--- src/rtl/shim_pkg.sv ---
package shim_pkg;

  localparam int NUM_BOARDS   = 8;
  localparam int BOARD_W      = 3;  // Board number width
  localparam int CODE_W       = 25; // Status code width
  localparam int TIMER_W      = 32;
  localparam int SPI_MIN_WAIT = 10; // Settle cycles before spi_off is trusted

  // Sequencer states, encodings match the status word field
  typedef enum logic [3:0] {
    S_IDLE              = 4'd1,
    S_CONFIRM_SPI_RST   = 4'd2,
    S_POWER_ON_CTRL_BRD = 4'd3,
    S_CONFIRM_SPI_START = 4'd4,
    S_POWER_ON_AMP_BRD  = 4'd5,
    S_AMP_POWER_WAIT    = 4'd6,
    S_RUNNING           = 4'd7,
    S_HALTED            = 4'd8
  } state_t;

  // Basic system
  localparam logic [CODE_W-1:0] STS_EMPTY                = 25'h0000;
  localparam logic [CODE_W-1:0] STS_OK                   = 25'h0001;
  localparam logic [CODE_W-1:0] STS_PS_SHUTDOWN          = 25'h0002;
  // SPI subsystem
  localparam logic [CODE_W-1:0] STS_SPI_START_TIMEOUT    = 25'h0100;
  localparam logic [CODE_W-1:0] STS_SPI_RESET_TIMEOUT    = 25'h0101;
  // Configuration checks
  localparam logic [CODE_W-1:0] STS_INTEG_THRESH_AVG_OOB = 25'h0200;
  localparam logic [CODE_W-1:0] STS_INTEG_WINDOW_OOB     = 25'h0201;
  localparam logic [CODE_W-1:0] STS_INTEG_EN_OOB         = 25'h0202;
  localparam logic [CODE_W-1:0] STS_SYS_EN_OOB           = 25'h0203;
  localparam logic [CODE_W-1:0] STS_LOCK_VIOL            = 25'h0204;
  // Shutdown and integrator
  localparam logic [CODE_W-1:0] STS_SHUTDOWN_SENSE       = 25'h0300;
  localparam logic [CODE_W-1:0] STS_EXT_SHUTDOWN         = 25'h0301;
  localparam logic [CODE_W-1:0] STS_OVER_THRESH          = 25'h0400;
  // Trigger, DAC and ADC
  localparam logic [CODE_W-1:0] STS_BAD_TRIG_CMD         = 25'h0500;
  localparam logic [CODE_W-1:0] STS_DAC_BOOT_FAIL        = 25'h0600;
  localparam logic [CODE_W-1:0] STS_BAD_DAC_CMD          = 25'h0601;
  localparam logic [CODE_W-1:0] STS_ADC_BOOT_FAIL        = 25'h0700;
  localparam logic [CODE_W-1:0] STS_BAD_ADC_CMD          = 25'h0701;

  typedef struct packed {
    logic integ_thresh_avg_oob;
    logic integ_window_oob;
    logic integ_en_oob;
    logic sys_en_oob;
  } cfg_faults_t;

  typedef struct packed {
    logic [NUM_BOARDS-1:0] dac_boot_fail;
    logic [NUM_BOARDS-1:0] adc_boot_fail;
  } boot_faults_t;

  // Field order is priority order, highest first
  typedef struct packed {
    logic                  lock_viol;
    logic [NUM_BOARDS-1:0] shutdown_sense;
    logic                  ext_shutdown;
    logic [NUM_BOARDS-1:0] over_thresh;
    logic                  bad_trig_cmd;
    logic [NUM_BOARDS-1:0] bad_dac_cmd;
    logic [NUM_BOARDS-1:0] bad_adc_cmd;
  } run_faults_t;

  typedef struct packed {
    logic                valid;
    logic [CODE_W-1:0]   code;
    logic [BOARD_W-1:0]  board;
  } fault_report_t;

  typedef struct packed {
    logic unlock_cfg;
    logic spi_clk_power_n;   // Active low
    logic spi_en;
    logic shutdown_sense_en;
    logic block_buffers;
    logic n_shutdown_force;  // Active low
    logic n_shutdown_rst;    // Active low
  } pwr_ctrl_t;

  // Which delay the timer compares against
  typedef enum logic [2:0] {
    TSEL_SPI_RESET,
    TSEL_FORCE,
    TSEL_RST_PULSE,
    TSEL_RST_DELAY,
    TSEL_SPI_START
  } timer_sel_t;

endpackage

--- src/rtl/shim_fault_encoder.sv ---
module shim_fault_encoder import shim_pkg::*; (
  input  cfg_faults_t   cfg_faults,
  input  boot_faults_t  boot_faults,
  input  run_faults_t   run_faults,
  output fault_report_t cfg_report,
  output fault_report_t boot_report,
  output fault_report_t run_report
);

  // Lowest set bit wins
  function automatic logic [BOARD_W-1:0] lowest_board(logic [NUM_BOARDS-1:0] flags);
    logic [BOARD_W-1:0] idx;
    idx = '0;
    for (int i = NUM_BOARDS - 1; i >= 0; i--) begin
      if (flags[i]) idx = BOARD_W'(i);
    end
    return idx;
  endfunction

  // Configuration out of bounds, no board number
  always_comb begin
    cfg_report       = '{valid: |cfg_faults, code: STS_OK, board: '0};
    if (cfg_faults.integ_thresh_avg_oob) cfg_report.code = STS_INTEG_THRESH_AVG_OOB;
    else if (cfg_faults.integ_window_oob) cfg_report.code = STS_INTEG_WINDOW_OOB;
    else if (cfg_faults.integ_en_oob)     cfg_report.code = STS_INTEG_EN_OOB;
    else if (cfg_faults.sys_en_oob)       cfg_report.code = STS_SYS_EN_OOB;
  end

  // DAC boot ranks before ADC boot
  always_comb begin
    boot_report = '{valid: |boot_faults, code: STS_OK, board: '0};
    if (|boot_faults.dac_boot_fail) begin
      boot_report.code  = STS_DAC_BOOT_FAIL;
      boot_report.board = lowest_board(boot_faults.dac_boot_fail);
    end else if (|boot_faults.adc_boot_fail) begin
      boot_report.code  = STS_ADC_BOOT_FAIL;
      boot_report.board = lowest_board(boot_faults.adc_boot_fail);
    end
  end

  // Running faults in struct field order
  always_comb begin
    run_report = '{valid: |run_faults, code: STS_OK, board: '0};
    if (run_faults.lock_viol) begin
      run_report.code = STS_LOCK_VIOL;
    end else if (|run_faults.shutdown_sense) begin
      run_report.code  = STS_SHUTDOWN_SENSE;
      run_report.board = lowest_board(run_faults.shutdown_sense);
    end else if (run_faults.ext_shutdown) begin
      run_report.code = STS_EXT_SHUTDOWN;
    end else if (|run_faults.over_thresh) begin
      run_report.code  = STS_OVER_THRESH;
      run_report.board = lowest_board(run_faults.over_thresh);
    end else if (run_faults.bad_trig_cmd) begin
      run_report.code = STS_BAD_TRIG_CMD;
    end else if (|run_faults.bad_dac_cmd) begin
      run_report.code  = STS_BAD_DAC_CMD;
      run_report.board = lowest_board(run_faults.bad_dac_cmd);
    end else if (|run_faults.bad_adc_cmd) begin
      run_report.code  = STS_BAD_ADC_CMD;
      run_report.board = lowest_board(run_faults.bad_adc_cmd);
    end
  end

endmodule

--- src/rtl/shim_hw_manager.sv ---
module shim_hw_manager import shim_pkg::*; #(
  parameter int unsigned SPI_RESET_WAIT       = 25000000,  // 100 ms at 250 MHz
  parameter int unsigned SHUTDOWN_FORCE_DELAY = 25000000,  // 100 ms
  parameter int unsigned SHUTDOWN_RESET_PULSE = 25000,     // 100 us
  parameter int unsigned SHUTDOWN_RESET_DELAY = 25000000,  // 100 ms
  parameter int unsigned SPI_START_WAIT       = 250000000  // 1 s
) (
  input  logic         clk,
  input  logic         aresetn,
  input  logic         sys_en,
  input  logic         spi_off,
  input  cfg_faults_t  cfg_faults,
  input  boot_faults_t boot_faults,
  input  run_faults_t  run_faults,
  output pwr_ctrl_t    pwr_ctrl,
  output logic [31:0]  status_word,
  output logic         ps_interrupt
);

  logic          timer_restart;
  timer_sel_t    timer_sel;
  logic          elapsed, settled;
  fault_report_t cfg_report, boot_report, run_report;
  logic          record, clear, irq;
  fault_report_t report;
  state_t        state;

  shim_seq_fsm u_fsm (
    .clk, .aresetn, .sys_en, .spi_off, .elapsed, .settled,
    .cfg_report, .boot_report, .run_report,
    .timer_restart, .timer_sel, .state, .pwr_ctrl,
    .record, .clear, .irq, .report
  );

  shim_seq_timer #(
    .SPI_RESET_WAIT       (SPI_RESET_WAIT),
    .SHUTDOWN_FORCE_DELAY (SHUTDOWN_FORCE_DELAY),
    .SHUTDOWN_RESET_PULSE (SHUTDOWN_RESET_PULSE),
    .SHUTDOWN_RESET_DELAY (SHUTDOWN_RESET_DELAY),
    .SPI_START_WAIT       (SPI_START_WAIT)
  ) u_timer (
    .clk, .aresetn, .timer_restart, .timer_sel, .elapsed, .settled
  );

  // Pure combinational, zero latency
  shim_fault_encoder u_enc (
    .cfg_faults, .boot_faults, .run_faults, .cfg_report, .boot_report, .run_report
  );

  shim_status_log u_log (
    .clk, .aresetn, .record, .clear, .irq, .report, .state, .status_word, .ps_interrupt
  );

endmodule

--- src/rtl/shim_seq_fsm.sv ---
module shim_seq_fsm import shim_pkg::*; (
  input  logic          clk,
  input  logic          aresetn,
  input  logic          sys_en,
  input  logic          spi_off,
  input  logic          elapsed,
  input  logic          settled,
  input  fault_report_t cfg_report,
  input  fault_report_t boot_report,
  input  fault_report_t run_report,
  output logic          timer_restart,
  output timer_sel_t    timer_sel,
  output state_t        state,
  output pwr_ctrl_t     pwr_ctrl,
  output logic          record,
  output logic          clear,
  output logic          irq,
  output fault_report_t report
);

  // Everything safe: forced off, buffers blocked, config unlocked
  localparam pwr_ctrl_t CTRL_RESET = '{
    unlock_cfg:        1'b1,
    spi_clk_power_n:   1'b1,
    spi_en:            1'b0,
    shutdown_sense_en: 1'b0,
    block_buffers:     1'b1,
    n_shutdown_force:  1'b0,
    n_shutdown_rst:    1'b1
  };

  state_t     state_q, state_d;
  pwr_ctrl_t  ctrl_q, ctrl_d;
  timer_sel_t sel_q;
  logic       halt;

  // Plain status report without board number
  function automatic fault_report_t sts_report(logic [CODE_W-1:0] sts);
    return '{valid: 1'b1, code: sts, board: '0};
  endfunction

  // Halt set, config lock left as is
  function automatic pwr_ctrl_t halted(pwr_ctrl_t c);
    pwr_ctrl_t h;
    h                   = CTRL_RESET;
    h.unlock_cfg        = c.unlock_cfg;
    return h;
  endfunction

  // Delay used by each timed state
  function automatic timer_sel_t sel_for(state_t s);
    case (s)
      S_POWER_ON_CTRL_BRD: return TSEL_FORCE;
      S_CONFIRM_SPI_START: return TSEL_SPI_START;
      S_POWER_ON_AMP_BRD:  return TSEL_RST_PULSE;
      S_AMP_POWER_WAIT:    return TSEL_RST_DELAY;
      default:             return TSEL_SPI_RESET;
    endcase
  endfunction

  always_comb begin
    state_d = state_q;
    ctrl_d  = ctrl_q;
    halt    = 1'b0;
    clear   = 1'b0;
    report  = sts_report(STS_OK);
    case (state_q)
      S_IDLE: begin
        if (sys_en && cfg_report.valid) begin
          halt   = 1'b1;
          report = cfg_report;
        end else if (sys_en) begin
          state_d                = S_CONFIRM_SPI_RST;
          ctrl_d.unlock_cfg      = 1'b0; // Lock config
          ctrl_d.spi_clk_power_n = 1'b0; // SPI clock on
        end
      end
      S_CONFIRM_SPI_RST: begin
        if (settled && spi_off) begin
          state_d                 = S_POWER_ON_CTRL_BRD;
          ctrl_d.spi_clk_power_n  = 1'b1;
          ctrl_d.n_shutdown_force = 1'b1; // Release force
        end else if (elapsed) begin
          halt   = 1'b1;
          report = sts_report(STS_SPI_RESET_TIMEOUT);
        end
      end
      S_POWER_ON_CTRL_BRD: begin
        if (elapsed) begin
          state_d                  = S_CONFIRM_SPI_START;
          ctrl_d.shutdown_sense_en = 1'b1;
          ctrl_d.spi_clk_power_n   = 1'b0;
          ctrl_d.spi_en            = 1'b1;
        end
      end
      S_CONFIRM_SPI_START: begin
        if (!spi_off) begin
          state_d               = S_POWER_ON_AMP_BRD;
          ctrl_d.n_shutdown_rst = 1'b0; // Start of reset pulse
        end else if (boot_report.valid) begin
          halt   = 1'b1;
          report = boot_report;
        end else if (elapsed) begin
          halt   = 1'b1;
          report = sts_report(STS_SPI_START_TIMEOUT);
        end
      end
      S_POWER_ON_AMP_BRD: begin
        if (elapsed) begin
          state_d               = S_AMP_POWER_WAIT;
          ctrl_d.n_shutdown_rst = 1'b1;
        end
      end
      S_AMP_POWER_WAIT: begin
        if (elapsed) begin
          state_d              = S_RUNNING;
          ctrl_d.block_buffers = 1'b0;
        end
      end
      S_RUNNING: begin
        // Checked every cycle, sys_en drop first
        halt   = !sys_en || run_report.valid;
        report = !sys_en ? sts_report(STS_PS_SHUTDOWN) : run_report;
      end
      S_HALTED: begin
        if (!sys_en) begin
          state_d           = S_IDLE;
          clear             = 1'b1;
          ctrl_d.unlock_cfg = 1'b1;
        end
      end
      default: begin // Unused code, full safe set
        state_d = S_HALTED;
        ctrl_d  = CTRL_RESET;
        report  = sts_report(STS_EMPTY);
      end
    endcase
    if (halt) begin
      state_d = S_HALTED;
      ctrl_d  = halted(ctrl_q);
    end
  end

  always_ff @(posedge clk) begin
    if (!aresetn) begin
      state_q <= S_IDLE;
      ctrl_q  <= CTRL_RESET;
      sel_q   <= TSEL_SPI_RESET;
    end else begin
      state_q <= state_d;
      ctrl_q  <= ctrl_d;
      sel_q   <= sel_for(state_d); // Ready with the new state
    end
  end

  // Strobes in the decision cycle, registered downstream
  assign timer_restart = (state_d != state_q);
  assign record        = timer_restart && (state_d == S_HALTED) && !clear;
  assign irq           = timer_restart && (state_d == S_RUNNING || state_d == S_HALTED);

  assign state     = state_q;
  assign pwr_ctrl  = ctrl_q;
  assign timer_sel = sel_q;

endmodule

--- src/rtl/shim_seq_timer.sv ---
module shim_seq_timer import shim_pkg::*; #(
  parameter int unsigned SPI_RESET_WAIT       = 25000000,
  parameter int unsigned SHUTDOWN_FORCE_DELAY = 25000000,
  parameter int unsigned SHUTDOWN_RESET_PULSE = 25000,
  parameter int unsigned SHUTDOWN_RESET_DELAY = 25000000,
  parameter int unsigned SPI_START_WAIT       = 250000000
) (
  input  logic       clk,
  input  logic       aresetn,
  input  logic       timer_restart, // Taken in the cycle the FSM changes state
  input  timer_sel_t timer_sel,
  output logic       elapsed,
  output logic       settled
);

  logic [TIMER_W-1:0] count_q;
  logic [TIMER_W-1:0] delay;

  // Zero in the first cycle of the new state, then counts up and sticks at max
  always_ff @(posedge clk) begin
    if (!aresetn || timer_restart) begin
      count_q <= '0;
    end else if (count_q != '1) begin
      count_q <= count_q + 1'b1;
    end
  end

  always_comb begin
    case (timer_sel)
      TSEL_FORCE:     delay = TIMER_W'(SHUTDOWN_FORCE_DELAY);
      TSEL_RST_PULSE: delay = TIMER_W'(SHUTDOWN_RESET_PULSE);
      TSEL_RST_DELAY: delay = TIMER_W'(SHUTDOWN_RESET_DELAY);
      TSEL_SPI_START: delay = TIMER_W'(SPI_START_WAIT);
      default:        delay = TIMER_W'(SPI_RESET_WAIT);
    endcase
  end

  assign elapsed = (count_q >= delay); // State lasts delay + 1 cycles
  assign settled = (count_q >= TIMER_W'(SPI_MIN_WAIT));

endmodule

--- src/rtl/shim_status_log.sv ---
module shim_status_log import shim_pkg::*; (
  input  logic          clk,
  input  logic          aresetn,
  input  logic          record,  // Latch report code and board
  input  logic          clear,   // Back to STS_OK, board 0
  input  logic          irq,     // Entry to RUNNING or HALTED
  input  fault_report_t report,
  input  state_t        state,
  output logic [31:0]   status_word,
  output logic          ps_interrupt
);

  logic [CODE_W-1:0]  code_q;
  logic [BOARD_W-1:0] board_q;

  // Strobes arrive in the FSM decision cycle, so these land with the new state
  always_ff @(posedge clk) begin
    if (!aresetn) begin
      code_q       <= STS_OK;
      board_q      <= '0;
      ps_interrupt <= 1'b0;
    end else begin
      ps_interrupt <= irq; // One cycle, first cycle of the new state
      if (clear) begin
        code_q  <= STS_OK;
        board_q <= '0;
      end else if (record && report.valid) begin
        code_q  <= report.code;
        board_q <= report.board;
      end
    end
  end

  // Board, code, state from the MSB down
  assign status_word = {board_q, code_q, state};

endmodule

--- config.mk ---
export PLATFORM = sky130hd
export DESIGN_NAME = shim_hw_manager
export DESIGN_NICKNAME = d
export VERILOG_FILES = /design/src/rtl/shim_pkg.sv /design/src/rtl/shim_fault_encoder.sv /design/src/rtl/shim_hw_manager.sv /design/src/rtl/shim_seq_fsm.sv /design/src/rtl/shim_seq_timer.sv /design/src/rtl/shim_status_log.sv
export SDC_FILE = /design/constraint.sdc
export NUM_CORES = 1
export LEC_CHECK = 0
export ABC_AREA = 1
export BUFFER_PORTS_ARGS = -buffer_cell sky130_fd_sc_hd__clkbuf_2
export CORE_MARGIN = 8
export CORE_UTILIZATION = 35
export CTS_CLUSTER_DIAMETER = 80
export DETAILED_ROUTE_END_ITERATION = 8
export MAX_ROUTING_LAYER = met4
export PLACE_DENSITY = 0.55
export SYNTH_ARGS = -nofsm -noshare
export SYNTH_HDL_FRONTEND = slang
export SYNTH_SLANG_ARGS = --single-unit
--- constraint.sdc ---
create_clock -name clk -period 2.96 [get_ports clk]
set_clock_uncertainty 0.05 [all_clocks]
set_input_delay 0.148 -clock clk [delete_from_list [all_inputs] [get_ports clk]]
set_output_delay 0.148 -clock clk [all_outputs]
set_load 0.01 [all_outputs]
==> flow_metrics.tcl <==
set metrics [dict create \
    outcome "finished, violations left" \
    violations "setup timing" \
    hold_violations 0 \
    syn_area_sq_um 4669 \
    p_leak_uw 0.002706 \
    endpoint_kind "register" \
    core_sq_um 13140 \
    row_count 42 \
    ctsLongestPathBuffers 2 \
    wl_microns 14200 \
    avgViaCountPerCell 4.828 \
    syn_area_per_cell_sq_um 6.344 \
    dpl_cell_area_sq_um 5430 \
    worstPathRequired_ns 3.15 \
    clock.fmax_mhz 331.1 \
    grt_pass1_vias 5077 \
    hold_path.class "in2reg" \
    place_inst 1016 \
    cp_max_fo 7 \
    fin_ws_ns -0.06003 \
    rsz0062_at_grt "yes" \
    ios 99 \
    reg2reg_slack_ns -0.06 \
    firstDrtPassIters 5 \
    synth_top_family_by_area "simple AND/OR/NAND/NOR gates" \
    fill_cells 1415 \
    final_util_pct 46.27 \
    synth.distinct_cells 48 \
    synth_compound_area_share_pct 9.914 \
    start_util_pct 35.54 \
    ant_nets 0 \
    layout-drive-gt1-share_pct 28.97 \
    synth-adder-area-share_pct 6.431 \
    track_usage_pct 16.17 \
    p_per_area_nw_per_um2 318.1 \
    cp_common_cell "nor2_4" \
    grt_antenna_before_repair 0 \
    vias 4983 \
    antenna_cells 0 \
    setup_violations 32 \
    detail_route.wl_per_cell_microns 13.76 \
    cts-buffers-inserted 5 \
    slowest_stage "dfxtp_2" \
    crit_chain "nand2_2 -> inv_2 -> nor2_4 -> clkinv_4 -> ha_4 -> nand2_4 -> nor2_2 -> nand2_1 -> nor2_2 -> nand3_1 -> nand2_2 -> nor2_4 -> buf_4 -> nand3_4 -> nand4_1 -> nand3_1 -> nand2_2 -> nor2_4 -> nand3_4 -> clkbuf_16 -> nor2_4" \
    die_w_microns 131.5 \
    port_buffers 79 \
    htree_levels 2 \
    crit_arrival_ns 3.21 \
    crit_type "reg2reg" \
    tightest_slew_ns 0.6046 \
    syn_inst 736 \
    cts-root-buf "clkbuf_16" \
    grt_pass1_wl_microns 23200 \
    grt_overflow 0 \
    yosys.area_share.simple_pct 41.75 \
    place_ws_ns -0.1013 \
    design_area_sq_um 6078 \
    ir_drop_mv 0.2298 \
    cts_tree "built" \
    clk_latency_ns 0.30 \
    cts.sinks 55 \
    drc_errors 0 \
    synth_xor_area_share_pct 5.627 \
    grt_max_degree 19 \
    muxShareOfSynthArea_pct 0 \
    relSlewSlack_pct 59.45 \
    dp.final_hpwl_microns 11290 \
    period_needed_ns 3.020 \
    fin_crit_sh_pct 102.0 \
    die_h_microns 131.5 \
    ys_seq_area_share_pct 23.58 \
    die_area_sq_um 17290 \
    area_growth_pct 30.17 \
    fin_setup_tns_ns -1.246 \
    fin_cells 1032 \
    place_congestion 0.9463 \
    slowest_delay_ns 0.36 \
    drv_slew 0 \
    ys_warn_count 0 \
    maxCapViolCount 0 \
    path_clk_slew_ns 0.07 \
    ys_ff_latch 55 \
    first_iter_violations 278 \
    cts_hold_buf 0 \
    start_kind "register" \
    nets 938 \
]
-- synth_stat cells, drive strengths merged --
cell type / instances / share of area (%)
a21boi: 2 / 0.32
a21o: 1 / 0.16
a21oi: 38 / 4.3
a221o: 1 / 0.21
a221oi: 1 / 0.19
a22oi: 1 / 0.16
a31oi: 4 / 0.54
a32oi: 1 / 0.19
a41oi: 1 / 0.19
and2: 1 / 0.13
and3: 1 / 0.13
buf: 27 / 4.3
clkinv: 2 / 0.16
conb: 1 / 0.080
dfxtp: 55 / 24
ha: 24 / 6.4
inv: 101 / 8.1
nand2: 158 / 13
nand3: 39 / 4.4
nand4: 12 / 1.7
nor2: 155 / 15
nor3: 29 / 3.5
nor3b: 2 / 0.32
nor4: 15 / 2.0
o211ai: 3 / 0.48
o21ai: 20 / 2.1
o21bai: 3 / 0.48
o311ai: 2 / 0.38
o31ai: 1 / 0.16
or2: 5 / 0.72
xnor2: 6 / 1.1
xor2: 24 / 4.5
-- timing repair --
action,4_1_cts,5_1_grt
endpoints found under the setup margin,33,45
gates resized for setup,5,80
pin swaps,2,25
gates cloned,0,3
setup buffers,0,6
-- worst max-delay path: cells and delay by family (launching register included) --
| kind | cells | cell delay [ns] |
|---|---|---|
| simple gates | 16 | 1.67 |
| fa+ha+maj | 1 | 0.31 |
| flops | 1 | 0.36 |
| buf+inv | 4 | 0.59 |
-- report_power, final --
part	switching, uW	internal (uW)	leakage [uW]
Sequential	20.7	765	0.000447
Combinational	334	220	0.00219
Clock	281	314	0.0000669
-- per-layer routing --
metal	track usage (%)	up-vias	part of all wire, %
li1	-	2569	-
met1	19.05	2259	45
met2	27.61	132	49
met3	3.239	23	4.4
met4	4.084	0	2.3
met5	-	-	0
-- cells in the final DEF (no fill, tap or decap), types with 4 or more instances in the layout --
cell	n
ha_4	13
nor2_4	21
clkbuf_16	7
nand2_4	5
nor4_1	15
buf_6	4
a21oi_1	36
a31oi_1	4
clkbuf_2	79
o21ai_0	20
buf_4	34
nor2_1	107
conb_1	19
nand3_1	33
xor2_1	24
ha_1	11
xnor2_1	6
or2_1	4
nor3_1	26
nor2_2	26
nand2_2	23
inv_1	87
nand2_1	130
inv_2	13
nand4_1	11
dfxtp_1	52
-- final cells by class --
cell class,instances,area (sq um),share of cell area [%]
sequential,55,1105,18.18
tap,176,220.2,3.623
timing repair buffer,121,785.8,12.93
clock inverter,2,12.51,0.2058
inverter,103,391.6,6.443
multi-input combinational,569,3435,56.50
clock buffer,6,128.9,2.120
-- cell families (layout without fill, tap and decap cells) --
logic type      Yosys count  in the layout
fa+ha+maj                24             24
other cells               1             19
compound gates           79             79
simple gates            417            417
xor+xnor                 30             30
buf+inv                 130            232
flops                    55             55
-- sequential cells by signal, summed over array words and instances, names as in the netlist --
name,flops
u_timer.count_q,32
u_log.board_q,3
u_fsm.state,4
u_fsm.timer_sel,3
u_log.ps_interrupt,1
u_fsm.pwr_ctrl,6
u_log.code_q,6
-- path summary, 6_finish.rpt --
check / from / to / cells past startpoint
max: u_fsm.timer_sel[2]$_SDFF_PN0_ / u_timer.count_q[23]$_SDFFE_PP0P_ / 21
min: aresetn / u_fsm.state[0]$_SDFF_PN1_ / 2
max reg2reg: u_fsm.timer_sel[2]$_SDFF_PN0_ / u_timer.count_q[23]$_SDFFE_PP0P_ / 21
min reg2reg: u_log.code_q[2]$_SDFFE_PP0P_ / u_log.code_q[2]$_SDFFE_PP0P_ / 2
-- stage by stage --
| stage | hold WS (ns) | total power, uW |
|---|---|---|
| CTS | 0.09147 | 1857 |
| floorplan | 0.1675 | 1120 |
| finish | 0.08690 | 1934 |
| global route | 0.08484 | 2036 |
| global placement | 0.4001 | 1279 |
| detailed placement | 0.4037 | 1276 |
Power figures use the tool's default switching activity.
